File: src/logic/exe_pkg.sv
package exe_pkg;

    // widths fixed by the ISA
    typedef logic [31:0] word_t;
    typedef logic [4:0]  reg_addr_t;
    typedef logic [3:0]  byte_strb_t;
    typedef logic [4:0]  ld_kind_t;
    typedef logic [18:0] alu_op_t;

    // bit positions in the one-hot alu_op vector
    localparam int ALU_ADD   = 0;
    localparam int ALU_SUB   = 1;
    localparam int ALU_SLT   = 2;
    localparam int ALU_SLTU  = 3;
    localparam int ALU_AND   = 4;
    localparam int ALU_NOR   = 5;
    localparam int ALU_OR    = 6;
    localparam int ALU_XOR   = 7;
    localparam int ALU_SLL   = 8;
    localparam int ALU_SRL   = 9;
    localparam int ALU_SRA   = 10;
    localparam int ALU_LUI   = 11;
    localparam int ALU_MUL   = 12;
    localparam int ALU_MULH  = 13;
    localparam int ALU_MULHU = 14;
    localparam int ALU_DIV   = 15;
    localparam int ALU_MOD   = 16;
    localparam int ALU_DIVU  = 17;
    localparam int ALU_MODU  = 18;

    // decoded instruction handed over by the decode stage
    typedef struct packed {
        alu_op_t   alu_op;
        logic      res_from_mem;
        word_t     src1;
        word_t     src2;
        logic      rf_we;
        reg_addr_t rf_waddr;
        // store data from rd
        word_t     rkd_value;
        logic      st_b;
        logic      st_h;
        logic      st_w;
        word_t     pc;
        ld_kind_t  ld_kind;
    } ds2es_bus_t;

    // forwarding word seen by the memory stage
    typedef struct packed {
        logic      res_from_mem;
        logic      rf_we;
        reg_addr_t rf_waddr;
        word_t     alu_result;
    } es_rf_zip_t;

endpackage

File: src/logic/alu.sv
module alu (
    input  logic            clk,
    input  logic            resetn,
    input  logic            op_valid,
    input  logic            retire,
    input  exe_pkg::alu_op_t alu_op,
    input  exe_pkg::word_t   src1,
    input  exe_pkg::word_t   src2,
    output exe_pkg::word_t   result,
    output logic            complete
);

    typedef enum logic [1:0] {
        DIV_IDLE,
        DIV_RUN,
        DIV_DONE
    } div_state_t;

    div_state_t div_state;

    logic           is_sub;
    logic [32:0]    adder_sum;
    logic           slt_res;
    logic           sltu_res;
    logic [4:0]     shamt;
    logic [32:0]    mul_a;
    logic [32:0]    mul_b;
    logic [65:0]    product;
    logic           is_div_op;
    logic           div_signed;
    logic           div_start;
    logic           div_done;
    exe_pkg::word_t div_quo;
    exe_pkg::word_t div_rem;

    // shared adder for add, sub and the compares
    assign is_sub    = alu_op[exe_pkg::ALU_SUB] | alu_op[exe_pkg::ALU_SLT]
                     | alu_op[exe_pkg::ALU_SLTU];
    assign adder_sum = {1'b0, src1} + {1'b0, is_sub ? ~src2 : src2} + {32'd0, is_sub};
    assign slt_res   = (src1[31] & ~src2[31])
                     | (~(src1[31] ^ src2[31]) & adder_sum[31]);
    assign sltu_res  = ~adder_sum[32];
    assign shamt     = src2[4:0];

    // 33x33 signed multiply covers both mulh forms
    assign mul_a   = {alu_op[exe_pkg::ALU_MULH] & src1[31], src1};
    assign mul_b   = {alu_op[exe_pkg::ALU_MULH] & src2[31], src2};
    assign product = $signed(mul_a) * $signed(mul_b);

    assign is_div_op  = alu_op[exe_pkg::ALU_DIV] | alu_op[exe_pkg::ALU_MOD]
                      | alu_op[exe_pkg::ALU_DIVU] | alu_op[exe_pkg::ALU_MODU];
    assign div_signed = alu_op[exe_pkg::ALU_DIV] | alu_op[exe_pkg::ALU_MOD];

    // one start per instruction in its first cycle
    assign div_start = op_valid & is_div_op & (div_state == DIV_IDLE);

    always_ff @(posedge clk) begin
        if (!resetn) begin
            div_state <= DIV_IDLE;
        end else begin
            case (div_state)
                DIV_IDLE: if (div_start) div_state <= DIV_RUN;
                DIV_RUN: begin
                    if (retire) begin
                        div_state <= DIV_IDLE;
                    end else if (div_done) begin
                        div_state <= DIV_DONE;
                    end
                end
                DIV_DONE: if (retire) div_state <= DIV_IDLE;
                default: div_state <= DIV_IDLE;
            endcase
        end
    end

    divider divider_i (
        .clk       (clk),
        .resetn    (resetn),
        .start     (div_start),
        .is_signed (div_signed),
        .dividend  (src1),
        .divisor   (src2),
        .quotient  (div_quo),
        .remainder (div_rem),
        .done      (div_done)
    );

    // divides finish when the divider reports done
    assign complete = is_div_op ? (div_done & (div_state != DIV_IDLE)) : 1'b1;

    // one-hot result select
    always_comb begin
        result = '0;
        if (alu_op[exe_pkg::ALU_ADD] | alu_op[exe_pkg::ALU_SUB]) result = adder_sum[31:0];
        if (alu_op[exe_pkg::ALU_SLT])   result = {31'd0, slt_res};
        if (alu_op[exe_pkg::ALU_SLTU])  result = {31'd0, sltu_res};
        if (alu_op[exe_pkg::ALU_AND])   result = src1 & src2;
        if (alu_op[exe_pkg::ALU_NOR])   result = ~(src1 | src2);
        if (alu_op[exe_pkg::ALU_OR])    result = src1 | src2;
        if (alu_op[exe_pkg::ALU_XOR])   result = src1 ^ src2;
        if (alu_op[exe_pkg::ALU_SLL])   result = src1 << shamt;
        if (alu_op[exe_pkg::ALU_SRL])   result = src1 >> shamt;
        if (alu_op[exe_pkg::ALU_SRA])   result = $signed(src1) >>> shamt;
        if (alu_op[exe_pkg::ALU_LUI])   result = src2;
        if (alu_op[exe_pkg::ALU_MUL])   result = product[31:0];
        if (alu_op[exe_pkg::ALU_MULH] | alu_op[exe_pkg::ALU_MULHU]) result = product[63:32];
        if (alu_op[exe_pkg::ALU_DIV] | alu_op[exe_pkg::ALU_DIVU]) result = div_quo;
        if (alu_op[exe_pkg::ALU_MOD] | alu_op[exe_pkg::ALU_MODU]) result = div_rem;
    end

endmodule

File: src/logic/divider.sv
module divider (
    input  logic          clk,
    input  logic          resetn,
    input  logic          start,
    input  logic          is_signed,
    input  exe_pkg::word_t dividend,
    input  exe_pkg::word_t divisor,
    output exe_pkg::word_t quotient,
    output exe_pkg::word_t remainder,
    output logic          done
);

    // control
    logic       busy;
    logic [5:0] count;

    // datapath
    exe_pkg::word_t rem_q;
    exe_pkg::word_t quo_q;
    exe_pkg::word_t dsr_q;
    logic           neg_q;
    logic           neg_r;

    logic           a_neg;
    logic           b_neg;
    exe_pkg::word_t a_mag;
    exe_pkg::word_t b_mag;
    logic [32:0]    trial;

    // magnitudes of the operands
    assign a_neg = is_signed & dividend[31];
    assign b_neg = is_signed & divisor[31];
    assign a_mag = a_neg ? -dividend : dividend;
    assign b_mag = b_neg ? -divisor : divisor;

    // shift in next dividend bit and try to subtract
    assign trial = {rem_q, quo_q[31]} - {1'b0, dsr_q};

    always_ff @(posedge clk) begin
        if (!resetn) begin
            busy  <= 1'b0;
            done  <= 1'b0;
            count <= 6'd0;
        end else if (start) begin
            busy  <= 1'b1;
            done  <= 1'b0;
            count <= 6'd0;
        end else if (busy) begin
            count <= count + 6'd1;
            // 32nd step finishes
            if (count == 6'd31) begin
                busy <= 1'b0;
                done <= 1'b1;
            end
        end
    end

    always_ff @(posedge clk) begin
        if (start) begin
            rem_q <= '0;
            quo_q <= a_mag;
            dsr_q <= b_mag;
            // zero divisor keeps the all-ones quotient unsigned
            neg_q <= (a_neg ^ b_neg) & (divisor != '0);
            neg_r <= a_neg;
        end else if (busy) begin
            if (!trial[32]) begin
                rem_q <= trial[31:0];
                quo_q <= {quo_q[30:0], 1'b1};
            end else begin
                // restore
                rem_q <= {rem_q[30:0], quo_q[31]};
                quo_q <= {quo_q[30:0], 1'b0};
            end
        end
    end

    // sign fixup on the way out
    assign quotient  = neg_q ? -quo_q : quo_q;
    assign remainder = neg_r ? -rem_q : rem_q;

endmodule

File: src/logic/exe_issue_reg.sv
module exe_issue_reg (
    input  logic               clk,
    input  logic               resetn,
    input  logic               ds2es_valid,
    input  exe_pkg::ds2es_bus_t ds2es_bus,
    input  logic               complete,
    input  logic               ms_allowin,
    output logic               es_allowin,
    output logic               es_valid,
    output exe_pkg::ds2es_bus_t es_bus
);

    logic accept;

    // empty, or current one is about to leave
    assign es_allowin = ~es_valid | (complete & ms_allowin);
    assign accept     = ds2es_valid & es_allowin;

    // stage valid bit
    always_ff @(posedge clk) begin
        if (!resetn) begin
            es_valid <= 1'b0;
        end else if (es_allowin) begin
            // leaving with nothing behind drops to empty
            es_valid <= ds2es_valid;
        end
    end

    // bundle register, loaded only on acceptance
    always_ff @(posedge clk) begin
        if (!resetn) begin
            es_bus <= '0;
        end else if (accept) begin
            es_bus <= ds2es_bus;
        end
    end

endmodule

File: src/logic/exe_stage.sv
module exe_stage (
    input  logic                clk,
    input  logic                resetn,
    // from decode
    input  logic                ds2es_valid,
    input  exe_pkg::ds2es_bus_t  ds2es_bus,
    output logic                es_allowin,
    // to memory stage
    input  logic                ms_allowin,
    output logic                es2ms_valid,
    output exe_pkg::es_rf_zip_t  es_rf_zip,
    output exe_pkg::word_t       es_pc,
    output exe_pkg::ld_kind_t    es_ld_kind,
    // data SRAM request
    output logic                data_sram_en,
    output exe_pkg::byte_strb_t  data_sram_we,
    output exe_pkg::word_t       data_sram_addr,
    output exe_pkg::word_t       data_sram_wdata
);

    logic                es_valid;
    exe_pkg::ds2es_bus_t es_bus;
    exe_pkg::word_t      alu_result;
    logic                complete;
    logic                retire;

    assign es2ms_valid = es_valid & complete;
    // instruction leaves this edge
    assign retire      = es2ms_valid & ms_allowin;

    assign es_pc      = es_bus.pc;
    assign es_ld_kind = es_bus.ld_kind;

    exe_issue_reg exe_issue_reg_i (
        .clk         (clk),
        .resetn      (resetn),
        .ds2es_valid (ds2es_valid),
        .ds2es_bus   (ds2es_bus),
        .complete    (complete),
        .ms_allowin  (ms_allowin),
        .es_allowin  (es_allowin),
        .es_valid    (es_valid),
        .es_bus      (es_bus)
    );

    alu alu_i (
        .clk      (clk),
        .resetn   (resetn),
        .op_valid (es_valid),
        .retire   (retire),
        .alu_op   (es_bus.alu_op),
        .src1     (es_bus.src1),
        .src2     (es_bus.src2),
        .result   (alu_result),
        .complete (complete)
    );

    store_unit store_unit_i (
        .es_valid        (es_valid),
        .es_bus          (es_bus),
        .alu_result      (alu_result),
        .data_sram_en    (data_sram_en),
        .data_sram_we    (data_sram_we),
        .data_sram_addr  (data_sram_addr),
        .data_sram_wdata (data_sram_wdata),
        .es_rf_zip       (es_rf_zip)
    );

endmodule

File: src/logic/store_unit.sv
module store_unit (
    input  logic                es_valid,
    input  exe_pkg::ds2es_bus_t  es_bus,
    input  exe_pkg::word_t       alu_result,
    output logic                data_sram_en,
    output exe_pkg::byte_strb_t  data_sram_we,
    output exe_pkg::word_t       data_sram_addr,
    output exe_pkg::word_t       data_sram_wdata,
    output exe_pkg::es_rf_zip_t  es_rf_zip
);

    exe_pkg::byte_strb_t strb;
    logic [1:0]          addr_lo;

    assign addr_lo = alu_result[1:0];

    // byte lanes from store size and address offset
    always_comb begin
        if (es_bus.st_w) begin
            strb = 4'b1111;
        end else if (es_bus.st_h) begin
            strb = addr_lo[1] ? 4'b1100 : 4'b0011;
        end else if (es_bus.st_b) begin
            strb = 4'b0001 << addr_lo;
        end else begin
            strb = 4'b0000;
        end
    end

    // replicate so every lane sees the data
    always_comb begin
        if (es_bus.st_b) begin
            data_sram_wdata = {4{es_bus.rkd_value[7:0]}};
        end else if (es_bus.st_h) begin
            data_sram_wdata = {2{es_bus.rkd_value[15:0]}};
        end else begin
            data_sram_wdata = es_bus.rkd_value;
        end
    end

    assign data_sram_en   = es_valid & (es_bus.res_from_mem | (|strb));
    assign data_sram_we   = strb & {4{es_valid}};
    assign data_sram_addr = alu_result;

    // flags dropped when the stage is empty
    assign es_rf_zip.res_from_mem = es_bus.res_from_mem & es_valid;
    assign es_rf_zip.rf_we        = es_bus.rf_we & es_valid;
    assign es_rf_zip.rf_waddr     = es_bus.rf_waddr;
    assign es_rf_zip.alu_result   = alu_result;

endmodule

File: config.mk
export PLATFORM = sky130hd
export DESIGN_NAME = exe_stage
export DESIGN_NICKNAME = d
export VERILOG_FILES = /design/src/logic/exe_pkg.sv /design/src/logic/alu.sv /design/src/logic/divider.sv /design/src/logic/exe_issue_reg.sv /design/src/logic/exe_stage.sv /design/src/logic/store_unit.sv
export SDC_FILE = /design/constraint.sdc
export NUM_CORES = 2
export LEC_CHECK = 0
export ABC_AREA = 1
export BUFFER_PORTS_ARGS = -buffer_cell sky130_fd_sc_hd__buf_2
export CAP_MARGIN = 15
export CORE_UTILIZATION = 45
export CTS_CLUSTER_SIZE = 25
export DETAILED_ROUTE_END_ITERATION = 12
export GPL_TIMING_DRIVEN = 0
export PLACE_DENSITY = 0.61
export SYNTH_ARGS = -nofsm -noshare
export SYNTH_HDL_FRONTEND = slang
export SYNTH_SLANG_ARGS = --single-unit
File: constraint.sdc
create_clock -name clk -period 12.5 [get_ports clk]
set_input_delay 2.5 -clock clk [delete_from_list [all_inputs] [get_ports clk]]
set_output_delay 2.5 -clock clk [all_outputs]
set_load 0.005 [all_outputs]
==> results_dict.tcl <==
set metrics [dict create \
    synth_compound_area_share_pct 10.83 \
    max_slew_margin_pct 4.013 \
    buffer_ports.inserted 311 \
    crit_required_ns 10.00 \
    cell_area_placed_mm2 0.06798 \
    layout-drive-gt1-share_pct 11.04 \
    critPathMaxStageDelay_ns 0.73 \
    maximum_number_of_pins_on_one_net_before_global_route_repair 33 \
    share_of_synthesized_area_occupied_by_flip_flops_and_latches_pct 9.573 \
    max_cap_viol_count 0 \
    result_of_the_run "complete, but fails checks" \
    synth_largest_type_area_fraction_pct 35.49 \
    clk_pin_slew_worst_paths_ns 0.07 \
    synth_xor_area_share_pct 3.045 \
    die-width_um 377.9 \
    violated_checks "setup timing" \
    cts_tree "done" \
    fp-row-count 137 \
    timing.hold.worst.class "reg -> reg" \
    number_of_flip_flops_and_latches_in_the_synthesized_netlist 271 \
    avgViaCountPerCell 5.780 \
    synthToLayoutAreaGrowth_pct 11.51 \
    post_cts_hold_buffer_count 0 \
    io-pin-count 313 \
    post-place-ws_ns -2.773 \
    floorplan.die_area_mm2 0.1428 \
    regArea_mm2 0.006108 \
    synth.top_cells.by_area "fa_1, nand2_1, inv_1" \
    timing.setup.tns_ns -0.2274 \
    hold_viol_final 0 \
    postSynthCellCount 8716 \
    ctsLongestPathBuffers 3 \
    detail_route.wirelength_mm 348.0 \
    cts_num_sinks 271 \
    grt_usage_pct 48.33 \
    cts_root_buf "clkbuf_16" \
    antenna_found_initial 35 \
    power_density_over_the_cells_mw_per_mm2 188.4 \
    power_leakage_uw 0.03682 \
    clock_skew_ns 0.06739 \
    number_of_flops_mapped_to_enable_cells_by_yosys 66 \
    die-height_um 377.9 \
    yosys_warnings 0 \
    postRouteAntennaNets 0 \
    layout.nets 10770 \
    drtIter0Drc 8588 \
    worst_setup_path_start_kind "flip-flop" \
    synth_simple_gate_area_share_pct 18.33 \
    layout.cell_area.non_filler_mm2 0.07089 \
    synthMuxAreaShare_pct 0.09447 \
    final_weighted_congestion_in_routability_driven_placement 1.148 \
    synth_area_mm2 0.06357 \
    coreArea_mm2 0.1399 \
    synth.top_cells.by_count "nand2_1, inv_1, fa_1" \
    post_synthesis_cell_type_with_the_largest_combined_area "fa_1" \
    setup_slack_ns -0.06979 \
    synth.avg_cell_area_um2 7.294 \
    insertion_delay_ns 0.63 \
    slew_violations 0 \
    fin_crit_sh_pct 100.6 \
    worst_ir_drop_vdd_mv 0.2754 \
    period_minus_slack_ns 12.57 \
    drc 0 \
    multi_input_area_mm2 0.04815 \
    synthAdderAreaFrac_pct 42.30 \
    numCtsBuffers 26 \
    register_to_register_setup_slack_ns 8.03 \
    measured_slew_at_the_worst_slew_check_pin_ns 1.425 \
    final_core_util_pct 50.68 \
    first_global_vias 62070 \
    largest_family_of_logic_cells_by_synthesized_area "adder cells" \
    critical_path_class "reg -> out" \
    asyncSetResetFlopFracSynth_pct 0 \
    drt_pre_antenna_iters 8 \
    timing.critical_path.slowest_stage_cell "clkinv_1" \
    yosys.cell_count.top_type "nand2_1" \
    mappedNetlistNets 10360 \
    grt-ovfl-total 0 \
    critPathMaxFanout 9 \
    maximum_clock_frequency_mhz 79.56 \
    report.final.setup_viol 5 \
    initial_standard_cell_utilization_of_the_core_pct 45.45 \
    worstPathArrival_ns 10.07 \
    cell_seen_most_often_among_critical_path_stages "fa_1" \
    most_frequently_used_flop_master_after_synthesis "dfxtp_1" \
    htree_num_levels 1 \
    wire_per_inst_um 31.49 \
    dp_hpwl_mm 289.3 \
    worst_setup_end_kind "output port" \
    synth.lib_cells_used.distinct 71 \
    global_route_wire_length_before_repair_mm 473.0 \
    vias 63870 \
    nFillCells 14120 \
    final_worst_hold_slack_ns 0.4798 \
]
-- worst max-delay path, delay by kind of cell, from the launching register on --
kind | cells | cell delay (ns)
compound gates | 3 | 0.99
xor+xnor | 1 | 0.37
fa+ha+maj | 9 | 4.57
buf+inv | 8 | 1.80
flops | 1 | 0.35
simple gates | 9 | 1.35
-- registers in the layout (all words and copies together), names as in the netlist, 2 cells and up --
signal and cells:
alu_i.divider_i.rem_q 32, alu_i.divider_i.count 6, alu_i.divider_i.dsr_q 32, exe_issue_reg_i.es_bus 162
alu_i.div_state 2, alu_i.divider_i.quo_q 32
-- cell usage in the layout (no fill, tap or decap), types with 13 or more instances in the layout --
| cell type | n |
|---|---|
| nor3_1 | 38 |
| buf_8 | 25 |
| o22ai_1 | 16 |
| a21oi_1 | 487 |
| buf_6 | 18 |
| o21ai_1 | 66 |
| buf_1 | 29 |
| nor2_1 | 503 |
| o211ai_1 | 34 |
| nor2_2 | 14 |
| clkbuf_16 | 28 |
| diode_2 | 25 |
| ha_1 | 327 |
| clkbuf_4 | 81 |
| o21a_1 | 18 |
| xnor2_1 | 45 |
| inv_1 | 1989 |
| a21oi_2 | 18 |
| clkbuf_1 | 170 |
| buf_4 | 160 |
| nand2_2 | 16 |
| nand2_1 | 2065 |
| o221ai_1 | 14 |
| edfxtp_1 | 66 |
| nor3_2 | 19 |
| nand4_1 | 15 |
| a31oi_1 | 20 |
| a21o_1 | 13 |
| nand3_1 | 155 |
| o21ai_0 | 484 |
| buf_2 | 360 |
| dfxtp_1 | 197 |
| or2_2 | 27 |
| clkbuf_2 | 71 |
| clkinvlp_4 | 21 |
| xor2_1 | 164 |
| nor2_4 | 13 |
| o21bai_1 | 14 |
| fa_1 | 1119 |
-- power breakdown --
| part | internal [uW] | switching, uW | leakage, uW |
|---|---|---|---|
| registers | 1130 | 168 | 0.00233 |
| clock network | 457 | 402 | 0.000405 |
| logic | 3560 | 7640 | 0.0341 |
| total | 5140 | 8210 | 0.0368 |
-- layout make-up --
type / count / share of cell area [%]
tap: 1876 / 3.311
multi-input combinational: 5876 / 67.93
sequential: 271 / 8.617
antenna: 25 / 0.08825
buffer: 533 / 4.492
clock buffer: 38 / 1.052
inverter: 2023 / 10.81
timing repair buffer: 400 / 3.542
clock inverter: 8 / 0.1624
-- repair_timing --
action	in CTS	in global routing
gates cloned	0	0
setup buffers	30	28
pin swaps	10	26
hold endpoints to repair	0	0
setup endpoints to repair	68	55
gates resized for setup	391	363
-- final timing paths --
path,start,to,cells past startpoint
max reg2reg,exe_issue_reg_i.es_bus[80],alu_i.divider_i.dsr_q[26],17
min,exe_issue_reg_i.es_bus[52],exe_issue_reg_i.es_bus[52],2
min reg2reg,exe_issue_reg_i.es_bus[52],exe_issue_reg_i.es_bus[52],2
max,exe_issue_reg_i.es_bus[95],es_rf_zip[29],30
-- cell families (layout without fill, tap and decap cells) --
logic type	count (synthesis)	after routing
AOI/OAI and AO/OA	1261	1261
xor gates and xnor gates	218	218
adders and majority gates	1473	1473
buffers and inverters	2569	3002
DFF	271	271
muxes	6	6
other	0	25
and+or+nand+nor	2918	2918
-- layer usage --
layer / part of all wire [%] / GRT usage (%) / up-vias
li1: - / - / 26760
met1: 39 / 63.95 / 31580
met2: 39 / 64.79 / 4545
met3: 15 / 20.63 / 959
met4: 7.3 / 28.52 / 26
met5: 0.081 / 0.5832 / -
-- metrics by stage --
stage               total power, uW  instances
finish                        13350      11050
global route                  13860      11030
CTS                           12410      11000
detailed placement            11070      10930
global placement              10960      10900
floorplan                      6887       8716
Power figures use the tool's default switching activity.
